===== src/ctrl_macros.svh =====
// ############################
// cluster control parameters
// widths, core count and the
// fixed tcdm address window
// ############################

`ifndef CTRL_MACROS_SVH
`define CTRL_MACROS_SVH

// register width in bits
`define CTRL_DATA_WIDTH 32

// register bus byte address width
`define CTRL_ADDR_WIDTH 8

// number of cores in the cluster
`define CTRL_NUM_CORES 8

// tcdm window, only visible as read-only registers
`define CTRL_TCDM_BASE 32'h1000_0000
`define CTRL_TCDM_SIZE 32'h0001_0000

`endif

===== src/ctrl_pkg.sv =====
// ############################
// cluster control types
// bus vectors, core masks and
// the per-core sleep state
// ############################

`include "ctrl_macros.svh"

package ctrl_pkg;

  // register data word
  typedef logic [`CTRL_DATA_WIDTH-1:0] data_t;

  // byte address on the register bus
  typedef logic [`CTRL_ADDR_WIDTH-1:0] addr_t;

  // one enable per data byte
  typedef logic [`CTRL_DATA_WIDTH/8-1:0] strb_t;

  // one bit per core
  typedef logic [`CTRL_NUM_CORES-1:0] core_mask_t;

  // core is either running or parked in wfi
  typedef enum logic {
    SLEEP_RUN  = 1'b0,
    SLEEP_WAIT = 1'b1
  } sleep_state_e;

endpackage


===== src/ctrl_map_pkg.sv =====
// ############################
// control register map
// offsets, read-only mask and
// reset values of the block
// ############################

`include "ctrl_macros.svh"

package ctrl_map_pkg;

  import ctrl_pkg::*;

  localparam int unsigned NUM_REGS = 4;

  typedef logic [1:0] reg_idx_t;

  // all registers side by side, index 0 in the low word
  typedef data_t [NUM_REGS-1:0] reg_file_t;
  typedef strb_t [NUM_REGS-1:0] reg_strb_t;

  localparam reg_idx_t REG_TCDM_START = 2'd0;
  localparam reg_idx_t REG_TCDM_END   = 2'd1;
  localparam reg_idx_t REG_NUM_CORES  = 2'd2;
  localparam reg_idx_t REG_WAKE_UP    = 2'd3;

  // byte offsets on the bus, word aligned
  localparam addr_t REG_OFF_TCDM_START = addr_t'('h0);
  localparam addr_t REG_OFF_TCDM_END   = addr_t'('h4);
  localparam addr_t REG_OFF_NUM_CORES  = addr_t'('h8);
  localparam addr_t REG_OFF_WAKE_UP    = addr_t'('hc);

  // bit per register index, only wake-up is writable
  localparam logic [NUM_REGS-1:0] REG_READ_ONLY = 4'b0111;

  // concatenation runs from the top index down
  localparam reg_file_t REG_RST_VAL = {
    data_t'(0),
    data_t'(`CTRL_NUM_CORES),
    data_t'(`CTRL_TCDM_BASE + `CTRL_TCDM_SIZE),
    data_t'(`CTRL_TCDM_BASE)
  };

endpackage


===== src/reg_bus_if.sv =====
// ############################
// register bus
// one request per req cycle,
// response one cycle later
// ############################

interface reg_bus_if import ctrl_pkg::*; ();

  // request side
  logic  req;
  logic  we;
  addr_t addr;
  data_t wdata;
  strb_t wstrb;

  // response side, rdata is zero for writes
  logic  rvalid;
  data_t rdata;
  logic  err;

  modport master (
    output req, we, addr, wdata, wstrb,
    input  rvalid, rdata, err
  );

  modport slave (
    input  req, we, addr, wdata, wstrb,
    output rvalid, rdata, err
  );

endinterface


===== src/ctrl_top.sv =====
// ############################
// cluster control top level
// control registers driving
// the core sleep logic
// ############################

module ctrl_top
  import ctrl_pkg::*;
(
  input  logic       clk_i,
  input  logic       rst_n_i,
  // register bus request
  input  logic       reg_req_i,
  input  logic       reg_we_i,
  input  addr_t      reg_addr_i,
  input  data_t      reg_wdata_i,
  input  strb_t      reg_wstrb_i,
  // register bus response
  output logic       reg_rvalid_o,
  output data_t      reg_rdata_o,
  output logic       reg_err_o,
  // cores
  input  core_mask_t wfi_i,
  output core_mask_t core_awake_o
);

  // wake pulse from the wake-up register
  core_mask_t wake;

  ctrl_registers i_ctrl_registers (
    .clk_i    (clk_i),
    .rst_n_i  (rst_n_i),
    .req_i    (reg_req_i),
    .we_i     (reg_we_i),
    .addr_i   (reg_addr_i),
    .wdata_i  (reg_wdata_i),
    .wstrb_i  (reg_wstrb_i),
    .rvalid_o (reg_rvalid_o),
    .rdata_o  (reg_rdata_o),
    .err_o    (reg_err_o),
    .wake_o   (wake)
  );

  core_sleep_ctrl i_core_sleep_ctrl (
    .clk_i        (clk_i),
    .rst_n_i      (rst_n_i),
    .wake_i       (wake),
    .wfi_i        (wfi_i),
    .core_awake_o (core_awake_o)
  );

endmodule


===== src/core_sleep_ctrl.sv =====
// ############################
// core sleep control
// per-core run/wait FSM with
// a pending wake bit
// ############################

module core_sleep_ctrl
  import ctrl_pkg::*;
(
  input  logic       clk_i,
  input  logic       rst_n_i,
  input  core_mask_t wake_i,
  input  core_mask_t wfi_i,
  output core_mask_t core_awake_o
);

  for (genvar c = 0; c < $bits(core_mask_t); c++) begin : g_core

    sleep_state_e state_d;
    sleep_state_e state_q;
    logic         pend_d;
    logic         pend_q;

    always_comb begin
      state_d = state_q;
      pend_d  = pend_q;
      unique case (state_q)
        SLEEP_RUN: begin
          if (wfi_i[c]) begin
            // an earlier or simultaneous wake cancels the wfi
            if (pend_q || wake_i[c]) begin
              pend_d = 1'b0;
            end else begin
              state_d = SLEEP_WAIT;
            end
          end else if (wake_i[c]) begin
            // remember the wake for the next wfi
            pend_d = 1'b1;
          end
        end
        SLEEP_WAIT: begin
          if (wake_i[c]) begin
            state_d = SLEEP_RUN;
            pend_d  = 1'b0;
          end
        end
        default: begin
          state_d = SLEEP_RUN;
          pend_d  = 1'b0;
        end
      endcase
    end

    always_ff @(posedge clk_i or negedge rst_n_i) begin
      if (!rst_n_i) begin
        state_q <= SLEEP_RUN;
        pend_q  <= 1'b0;
      end else begin
        state_q <= state_d;
        pend_q  <= pend_d;
      end
    end

    // awake straight from the state flop
    assign core_awake_o[c] = (state_q == SLEEP_RUN);

  end

endmodule


===== src/ctrl_registers.sv =====
// ############################
// cluster control registers
// register file plus wake-up
// decode into a core pulse
// ############################

`include "ctrl_macros.svh"

module ctrl_registers
  import ctrl_pkg::*;
  import ctrl_map_pkg::*;
(
  input  logic       clk_i,
  input  logic       rst_n_i,
  // register bus request
  input  logic       req_i,
  input  logic       we_i,
  input  addr_t      addr_i,
  input  data_t      wdata_i,
  input  strb_t      wstrb_i,
  // register bus response
  output logic       rvalid_o,
  output data_t      rdata_o,
  output logic       err_o,
  // one-cycle wake pulse per core
  output core_mask_t wake_o
);

  reg_bus_if bus ();

  reg_strb_t wr_active;
  reg_file_t reg_q;
  strb_t     wake_wr_q;
  data_t     wake_val;

  // this block is the bus master toward the register file
  assign bus.req   = req_i;
  assign bus.we    = we_i;
  assign bus.addr  = addr_i;
  assign bus.wdata = wdata_i;
  assign bus.wstrb = wstrb_i;

  assign rvalid_o = bus.rvalid;
  assign rdata_o  = bus.rdata;
  assign err_o    = bus.err;

  ctrl_regfile i_ctrl_regfile (
    .clk_i       (clk_i),
    .rst_n_i     (rst_n_i),
    .bus         (bus),
    .wr_active_o (wr_active),
    .reg_q_o     (reg_q)
  );

  // delay the wake-up write by one cycle so the new value is stored
  always_ff @(posedge clk_i or negedge rst_n_i) begin
    if (!rst_n_i) begin
      wake_wr_q <= '0;
    end else begin
      wake_wr_q <= wr_active[REG_WAKE_UP];
    end
  end

  assign wake_val = reg_q[REG_WAKE_UP];

  // index below core count wakes one core, all ones wakes all
  always_comb begin
    wake_o = '0;
    if (|wake_wr_q) begin
      if (wake_val < data_t'(`CTRL_NUM_CORES)) begin
        wake_o = core_mask_t'(1) << wake_val;
      end else if (wake_val == '1) begin
        wake_o = '1;
      end
    end
  end

endmodule


===== src/ctrl_regfile.sv =====
// ############################
// control register file
// strobed writes, read-only
// protection, error response
// ############################

module ctrl_regfile
  import ctrl_pkg::*;
  import ctrl_map_pkg::*;
(
  input  logic      clk_i,
  input  logic      rst_n_i,
  reg_bus_if.slave  bus,
  output reg_strb_t wr_active_o,
  output reg_file_t reg_q_o
);

  // address with the byte lane bits dropped
  addr_t     word_addr;
  reg_idx_t  idx;
  logic      hit;
  logic      refuse;
  reg_strb_t wr_active;
  reg_file_t reg_d;
  reg_file_t reg_q;
  logic      rvalid_q;
  logic      err_q;
  data_t     rdata_q;

  assign word_addr = {bus.addr[$bits(addr_t)-1:2], 2'b00};

  // offset to register index, anything else is outside the map
  always_comb begin
    hit = 1'b1;
    idx = REG_TCDM_START;
    case (word_addr)
      REG_OFF_TCDM_START: idx = REG_TCDM_START;
      REG_OFF_TCDM_END:   idx = REG_TCDM_END;
      REG_OFF_NUM_CORES:  idx = REG_NUM_CORES;
      REG_OFF_WAKE_UP:    idx = REG_WAKE_UP;
      default:            hit = 1'b0;
    endcase
  end

  // refused: out of map, or a write with strobes on a read-only word
  assign refuse = !hit || (bus.we && REG_READ_ONLY[idx] && (|bus.wstrb));

  // byte lanes being written this cycle
  always_comb begin
    wr_active = '0;
    if (bus.req && bus.we && !refuse) begin
      wr_active[idx] = bus.wstrb;
    end
  end

  // merge strobed bytes into the current image
  always_comb begin
    reg_d = reg_q;
    for (int r = 0; r < NUM_REGS; r++) begin
      for (int b = 0; b < $bits(strb_t); b++) begin
        if (wr_active[r][b]) begin
          reg_d[r][8*b +: 8] = bus.wdata[8*b +: 8];
        end
      end
    end
  end

  // read-only words never take a write, so they stay at their reset value
  always_ff @(posedge clk_i or negedge rst_n_i) begin
    if (!rst_n_i) begin
      reg_q <= REG_RST_VAL;
    end else begin
      reg_q <= reg_d;
    end
  end

  // response handshake
  always_ff @(posedge clk_i or negedge rst_n_i) begin
    if (!rst_n_i) begin
      rvalid_q <= 1'b0;
      err_q    <= 1'b0;
    end else begin
      rvalid_q <= bus.req;
      err_q    <= bus.req && refuse;
    end
  end

  // read data, zero for writes and refused reads
  always_ff @(posedge clk_i) begin
    if (bus.req && !bus.we && !refuse) begin
      rdata_q <= reg_q[idx];
    end else begin
      rdata_q <= '0;
    end
  end

  assign bus.rvalid  = rvalid_q;
  assign bus.err     = err_q;
  assign bus.rdata   = rdata_q;
  assign wr_active_o = wr_active;
  assign reg_q_o     = reg_q;

endmodule


===== config.mk =====
export PLATFORM = sky130hd
export DESIGN_NAME = ctrl_top
export DESIGN_NICKNAME = d
export VERILOG_FILES = /design/src/ctrl_pkg.sv /design/src/ctrl_map_pkg.sv /design/src/reg_bus_if.sv /design/src/ctrl_top.sv /design/src/core_sleep_ctrl.sv /design/src/ctrl_registers.sv /design/src/ctrl_regfile.sv
export VERILOG_INCLUDE_DIRS = /design/src
export SDC_FILE = /design/constraint.sdc
export NUM_CORES = 1
export LEC_CHECK = 0
export BUFFER_PORTS_ARGS = -buffer_cell sky130_fd_sc_hd__buf_2
export CORE_MARGIN = 4
export CORE_UTILIZATION = 55
export DETAILED_ROUTE_END_ITERATION = 7
export GPL_TIMING_DRIVEN = 0
export PLACE_DENSITY_LB_ADDON = 0.1
export RECOVER_POWER = 100
export SLEW_MARGIN = 20
export SYNTH_ARGS = -nofsm -noshare
export SYNTH_HDL_FRONTEND = slang
export SYNTH_HIERARCHICAL = 1
export SYNTH_SLANG_ARGS = --single-unit
export TNS_END_PERCENT = 100

===== constraint.sdc =====
create_clock -name clk_i -period 2.5 [get_ports clk_i]
set_clock_uncertainty 0.05 [all_clocks]
set_input_delay 0.25 -clock clk_i [delete_from_list [all_inputs] [get_ports clk_i]]
set_output_delay 0.25 -clock clk_i [all_outputs]
set_load 0.05 [all_outputs]

After elaboration in Yosys (flattened, before gate mapping)
Cells that the tools add are included.
{ "word_totals": {"register_bits": 182, "inputBits": 56, "word_cells": 193} }
{ "op_classes": {"bitwise_logic": 9, "n_lt_le_gt_ge": 3, "muxes": 84, "n_shift": 1, "n_reduce_logical": 32, "eq_ne": 28} }
{ "op_table": {"columns": ["cell", "count"], "rows": [
  ["$bmux W32 S2", 1],
  ["$mux W1", 58],
  ["$ne A3 B2 Y1 const B", 16],
  ["$eq A32 B32 Y1 const B", 1],
  ["$lt A32 B4 Y1 const B", 1],
  ["$mux W32", 1],
  ["$pmux W1 S2", 16],
  ["$shl A1 B32 Y8 const A", 1],
  ["$mux W8", 3],
  ["$reduce_and A3 Y1", 8],
  ["$and A16 B16 Y16", 1],
  ["$mux W16", 1],
  ["$ne A2 B1 Y1 const B", 8],
  ["$eq A6 B2 Y1 const B", 2],
  ["$reduce_or A4 Y1", 3],
  ["$logic_or A1 B1 Y1", 9],
  ["$demux W4 S2", 1],
  ["$logic_and A1 B1 Y1", 8],
  ["$logic_not A8 Y1", 1],
  ["$not A1 Y1", 8],
  ["$eq A6 B1 Y1 const B", 1],
  ["$pmux W2 S3", 1],
  ["$mux W4", 1],
  ["$logic_not A1 Y1", 3],
  ["3 further kinds", 3]
]} }

Logic depth before layout (Yosys ltp)
{ "logic_depth": {"ltp_word": 10, "depth_mapped": 7} }

Modules after synthesis
Netlist, hierarchy kept.
{ "by_module_without_submodules": {"columns": ["module", "cells_each", "instances", "area_per_inst_um2"], "rows": [
  ["ctrl_regfile", 394, 1, 5821.8],
  ["core_sleep_ctrl", 56, 1, 660.6],
  ["ctrl_registers", 47, 1, 397.9]
]} }

Worst setup path after synthesis
Ideal clock, no wire load.
{ "synth_path": {"path_type": "register -> register", "start": "reg i_ctrl_registers.i_ctrl_regfile.reg_q (netlist bit i_ctrl_registers/i_ctrl_regfile/reg_q_o[116])", "end": "reg i_core_sleep_ctrl.g_core[0].pend_q", "arrival_ns": 1.719, "t_required_ns": 2.331, "path_buffers": 1, "slack_ns": 0.613, "setup_time_ns": 0.119, "stages_incl_launch_ff": 8, "period_less_slack_ns": 1.887, "path_cell_list": "dfrtp_1 > nor4_2 > nand4_1 > or3b_1 > buf_6 > a22oi_1 > mux2i_1 > o21a_1"} }
{ "synth_between": {"elab_chain_len": 7, "word_cells_on_any_way": 11, "classes_between": "order compare (1); eq/ne (4); shift (1); mux (3); reduce/logical (2)"} }
{ "synth_rtl": {"columns": ["element", "line_no", "source"], "rows": [
  ["from (decl)", "ctrl_regfile.sv:25", "reg_file_t reg_q;"],
  ["from (signal assigned)", "ctrl_regfile.sv:73", "reg_q <= reg_d;"],
  ["branches (longest 2 deep; another with $lt A32 B4 Y1)", null, null],
  ["$mux W8 (*)", "ctrl_registers.sv:70", "if (wake_val < data_t'(`CTRL_NUM_CORES)) begin"],
  ["$mux W8 (*)", "ctrl_registers.sv:69", "if (|wake_wr_q) begin"],
  ["via wake[0]", "ctrl_top.sv:28", "core_mask_t wake;"],
  ["$logic_or A1 B1 Y1", "core_sleep_ctrl.sv:31", "if (pend_q || wake_i[c]) begin"],
  ["$ne A3 B2 Y1 (no source line)", null, null],
  ["$reduce_and A3 Y1 (no source line) (*)", null, null],
  ["to (signal assigned)", "core_sleep_ctrl.sv:60", "pend_q <= pend_d;"],
  ["to (decl)", "core_sleep_ctrl.sv:22", "logic pend_q;"]
]} }
Mark *: on every way through the listed nets, which the timed path passes.
A chain may end at the register's enable or synchronous reset.

Worst setup path after layout
{ "layout_path": {"start": "reg i_ctrl_registers.i_ctrl_regfile.reg_q (netlist bit i_ctrl_registers/i_ctrl_regfile/reg_q_o[111])", "end": "reg i_core_sleep_ctrl.g_core[1].pend_q"} }
{ "layout_between": {"elab_chain_len": 7, "word_cells_on_any_way": 11, "classes_between": "order compare (1); eq/ne (4); shift (1); mux (3); reduce/logical (2)"} }
{ "layout_rtl": {"columns": ["element", "line_no"], "rows": [
  ["branches (longest 2 deep; another with $lt A32 B4 Y1)", null],
  ["$mux W8 (*)", "ctrl_registers.sv:70"],
  ["$mux W8 (*)", "ctrl_registers.sv:69"],
  ["via wake[1]", "ctrl_top.sv:28"],
  ["$logic_or A1 B1 Y1", "core_sleep_ctrl.sv:31"],
  ["$ne A3 B2 Y1 (no source line)", null],
  ["$reduce_and A3 Y1 (no source line) (*)", null],
  ["to (signal assigned)", "core_sleep_ctrl.sv:60"],
  ["to (decl)", "core_sleep_ctrl.sv:22"]
]} }
Marks and branches as above.

==> run summary <==
postcts setup bufs: 0
Final Slew Violations: 77
Clock Sinks: 182
vias in the first global route: 4,293
TritonCTS clock tree: yes
Slew Limit Headroom: -0.159
Crit. End Element: flip-flop
most common cell after layout, fill and taps aside: clkbuf_1
syn nets: 540
Final setup viols: 0
Final nets: 664
Peak VDD IR: 0.471 mV
via count: 4,033
first-pass GRT wire length: 22,000 um
drt pass-1 iters: 4
die height: 119 um
Die Area: 14,200 um2
Final Non-Filler Cells: 789
Routed Antenna Nets: 0
Cells after DPL: 746
wirelength, routed: 13,400 um
Placed Area: 7500 um2
final hold violations: 0
crit-path cells: nor4_1 -> nand4_1 -> or3b_1 -> buf_6 -> a22oi_1 -> mux2i_1 -> o21a_1
switching power share of the total: 0.208
maximum level of the CTS H-tree: 4
WS Path Type: reg -> reg
status: complete, but fails checks
initial antenna violation count: 0
Fmax: 0.431 GHz
Synth Warn #: 6
total core area: 12,100 um2
part of the cycle the worst path needs: 0.928
Synth Instances: 484
failing checks: capacitance limit, slew limit
Antenna Cells: 0
most frequent cells in the layout: clkbuf_1, dfrtp_1, buf_2
setup TNS: 0 ns
largest net degree at the start of global routing: 78
clock tree buffer depth: 2
CP startpoint: i_ctrl_registers/i_ctrl_regfile/reg_q_o[111]$_DFFE_PN0P_
Worst-Skew Late Latency: 0.42 ns
R2R Setup Slk: 0.18 ns
Buffers on Ports: 93
Iter 0 DRT Violations: 222
Max-Cap Viols: 1
Crit path largest cell delay: 0.45 ns
Net Sw Power: 1280 uW
syn_area_per_cell: 14.0 um2
Crit path max-delay family: simple AND/OR/NAND/NOR gates
stages on the worst setup path: 7
Final Util: 0.677
Tot Pwr: 6140 uW
Comb power frac: 0.052
P&R area growth vs syn: 20.2%
synthesized area: 6790 um2
final instance area: 8160 um2
GP Congestion: 0.732
r2r startpoint: i_ctrl_registers/i_ctrl_regfile/reg_q_o[111]$_DFFE_PN0P_
Initial Util: 0.563
Clock Power Share: 0.453
num ports: 98
clock period minus worst slack: 2.32 ns
Critical Path AT: 2.58 ns
worst path bufs/invs: 1
CP max stage cell: nor4_1
Cell Pwr Density: 753 nW/um2
WP data required: 2.76 ns
CTS clk-pin slew, worst paths: 0.06 ns
Die X: 119 um
placed wire-length estimate: 9280 um
CP Launch Type: flip-flop
GRT Resource Usage Total: 0.203
GR Overflow Total: 0
CTS root buf: clkbuf_16
Flop pwr share: 0.495
TritonCTS buffer count: 17
RSZ-0062 raised after global routing: no
hold crit path type: in -> reg
Core Rows: 40
share of layout cells above drive strength 1: 0.258
# DRC: 0
WL per Instance: 16.9 um
Tightest Pin Transition: 1.74 ns
Critical Path End: i_core_sleep_ctrl/g_core[1].pend_q$_DFFE_PN0P_
drt via density: 5.11
Pint: 4870 uW
filler cell count: 903
Max FO, Critical Path: 8
cells on worst reg2reg path: 7
worst r2r dst: i_core_sleep_ctrl/g_core[1].pend_q$_DFFE_PN0P_
Leak: 0.00389 uW
## registers in the layout (all words and copies together) (netlist names)
register,cells
i_ctrl_registers/i_ctrl_regfile/reg_q_o,128
i_ctrl_registers/i_ctrl_regfile/bus.rdata,32
i_core_sleep_ctrl/g_core.pend_q,8
i_core_sleep_ctrl/g_core.state_q,8
i_ctrl_registers/wake_wr_q,4
i_ctrl_registers/i_ctrl_regfile/bus.err,1
i_ctrl_registers/i_ctrl_regfile/bus.rvalid,1
## per-stage QoR
| stage | setup WS [ns] | hold slack (ns) |
|---|---|---|
| finish | 0.179 | 0.0118 |
| global route | 0.0503 | 0.00140 |
| CTS | 0.0375 | 0.000267 |
| detailed placement | 0.0458 | 0.222 |
| global placement | -0.952 | 0.346 |
| floorplan | 0.613 | -0.0956 |
## power groups by stage
stage          sequential (uW)  clock, uW  combinational, uW
2_1_floorplan             3090          0                160
3_3_place_gp              3090          0                296
3_5_place_dp              3100          0                314
4_1_cts                   3040       2840                328
5_1_grt                   3050       2980                353
6_report                  3040       2780                316
## layout make-up
cell class	count	area [um2]	area share
sequential	182	4400	0.539
tap	168	210	0.0258
inverter	12	45.0	0.00552
buffer	109	422	0.0517
multi-input combinational	181	1900	0.233
clock inverter	7	115	0.0141
clock buffer	25	515	0.0632
timing repair buffer	105	549	0.0673
## per-layer routing
metal  routed length [um]  GRT usage  vias up
li1                     -          -     1844
met1                 5820      0.263     2111
met2                 6950      0.342       69
met3                  483     0.0518        9
met4                  105     0.0608        0
met5                    0          0        -
## what timing repair did
action	CTS	global route
hold buffers	11	0
setup endpoints to repair	0	7
endpoints found under the hold margin	84	0
gates resized for setup	0	1
## worst min path at each step
stage,from,end,slack (ns),cells after the start
finish,reg_wdata_i[19],i_ctrl_registers/i_ctrl_regfile/reg_q_o[115]$_DFFE_PN0P_,0.01,2
global route,reg_wdata_i[19],i_ctrl_registers/i_ctrl_regfile/reg_q_o[115]$_DFFE_PN0P_,0.001,2
CTS,reg_wdata_i[19],i_ctrl_registers/i_ctrl_regfile/reg_q_o[115]$_DFFE_PN0P_,0.0003,2
detailed placement,rst_n_i,i_ctrl_registers/i_ctrl_regfile/reg_q_o[26]$_DFFE_PN0P_,0.22,1
global placement,reg_req_i,i_ctrl_registers/i_ctrl_regfile/bus.rvalid$_DFF_PN0_,0.35,1
floorplan,rst_n_i,i_core_sleep_ctrl/g_core[0].pend_q$_DFFE_PN0P_,-0.1,0
Power figures use the tool's default switching activity.
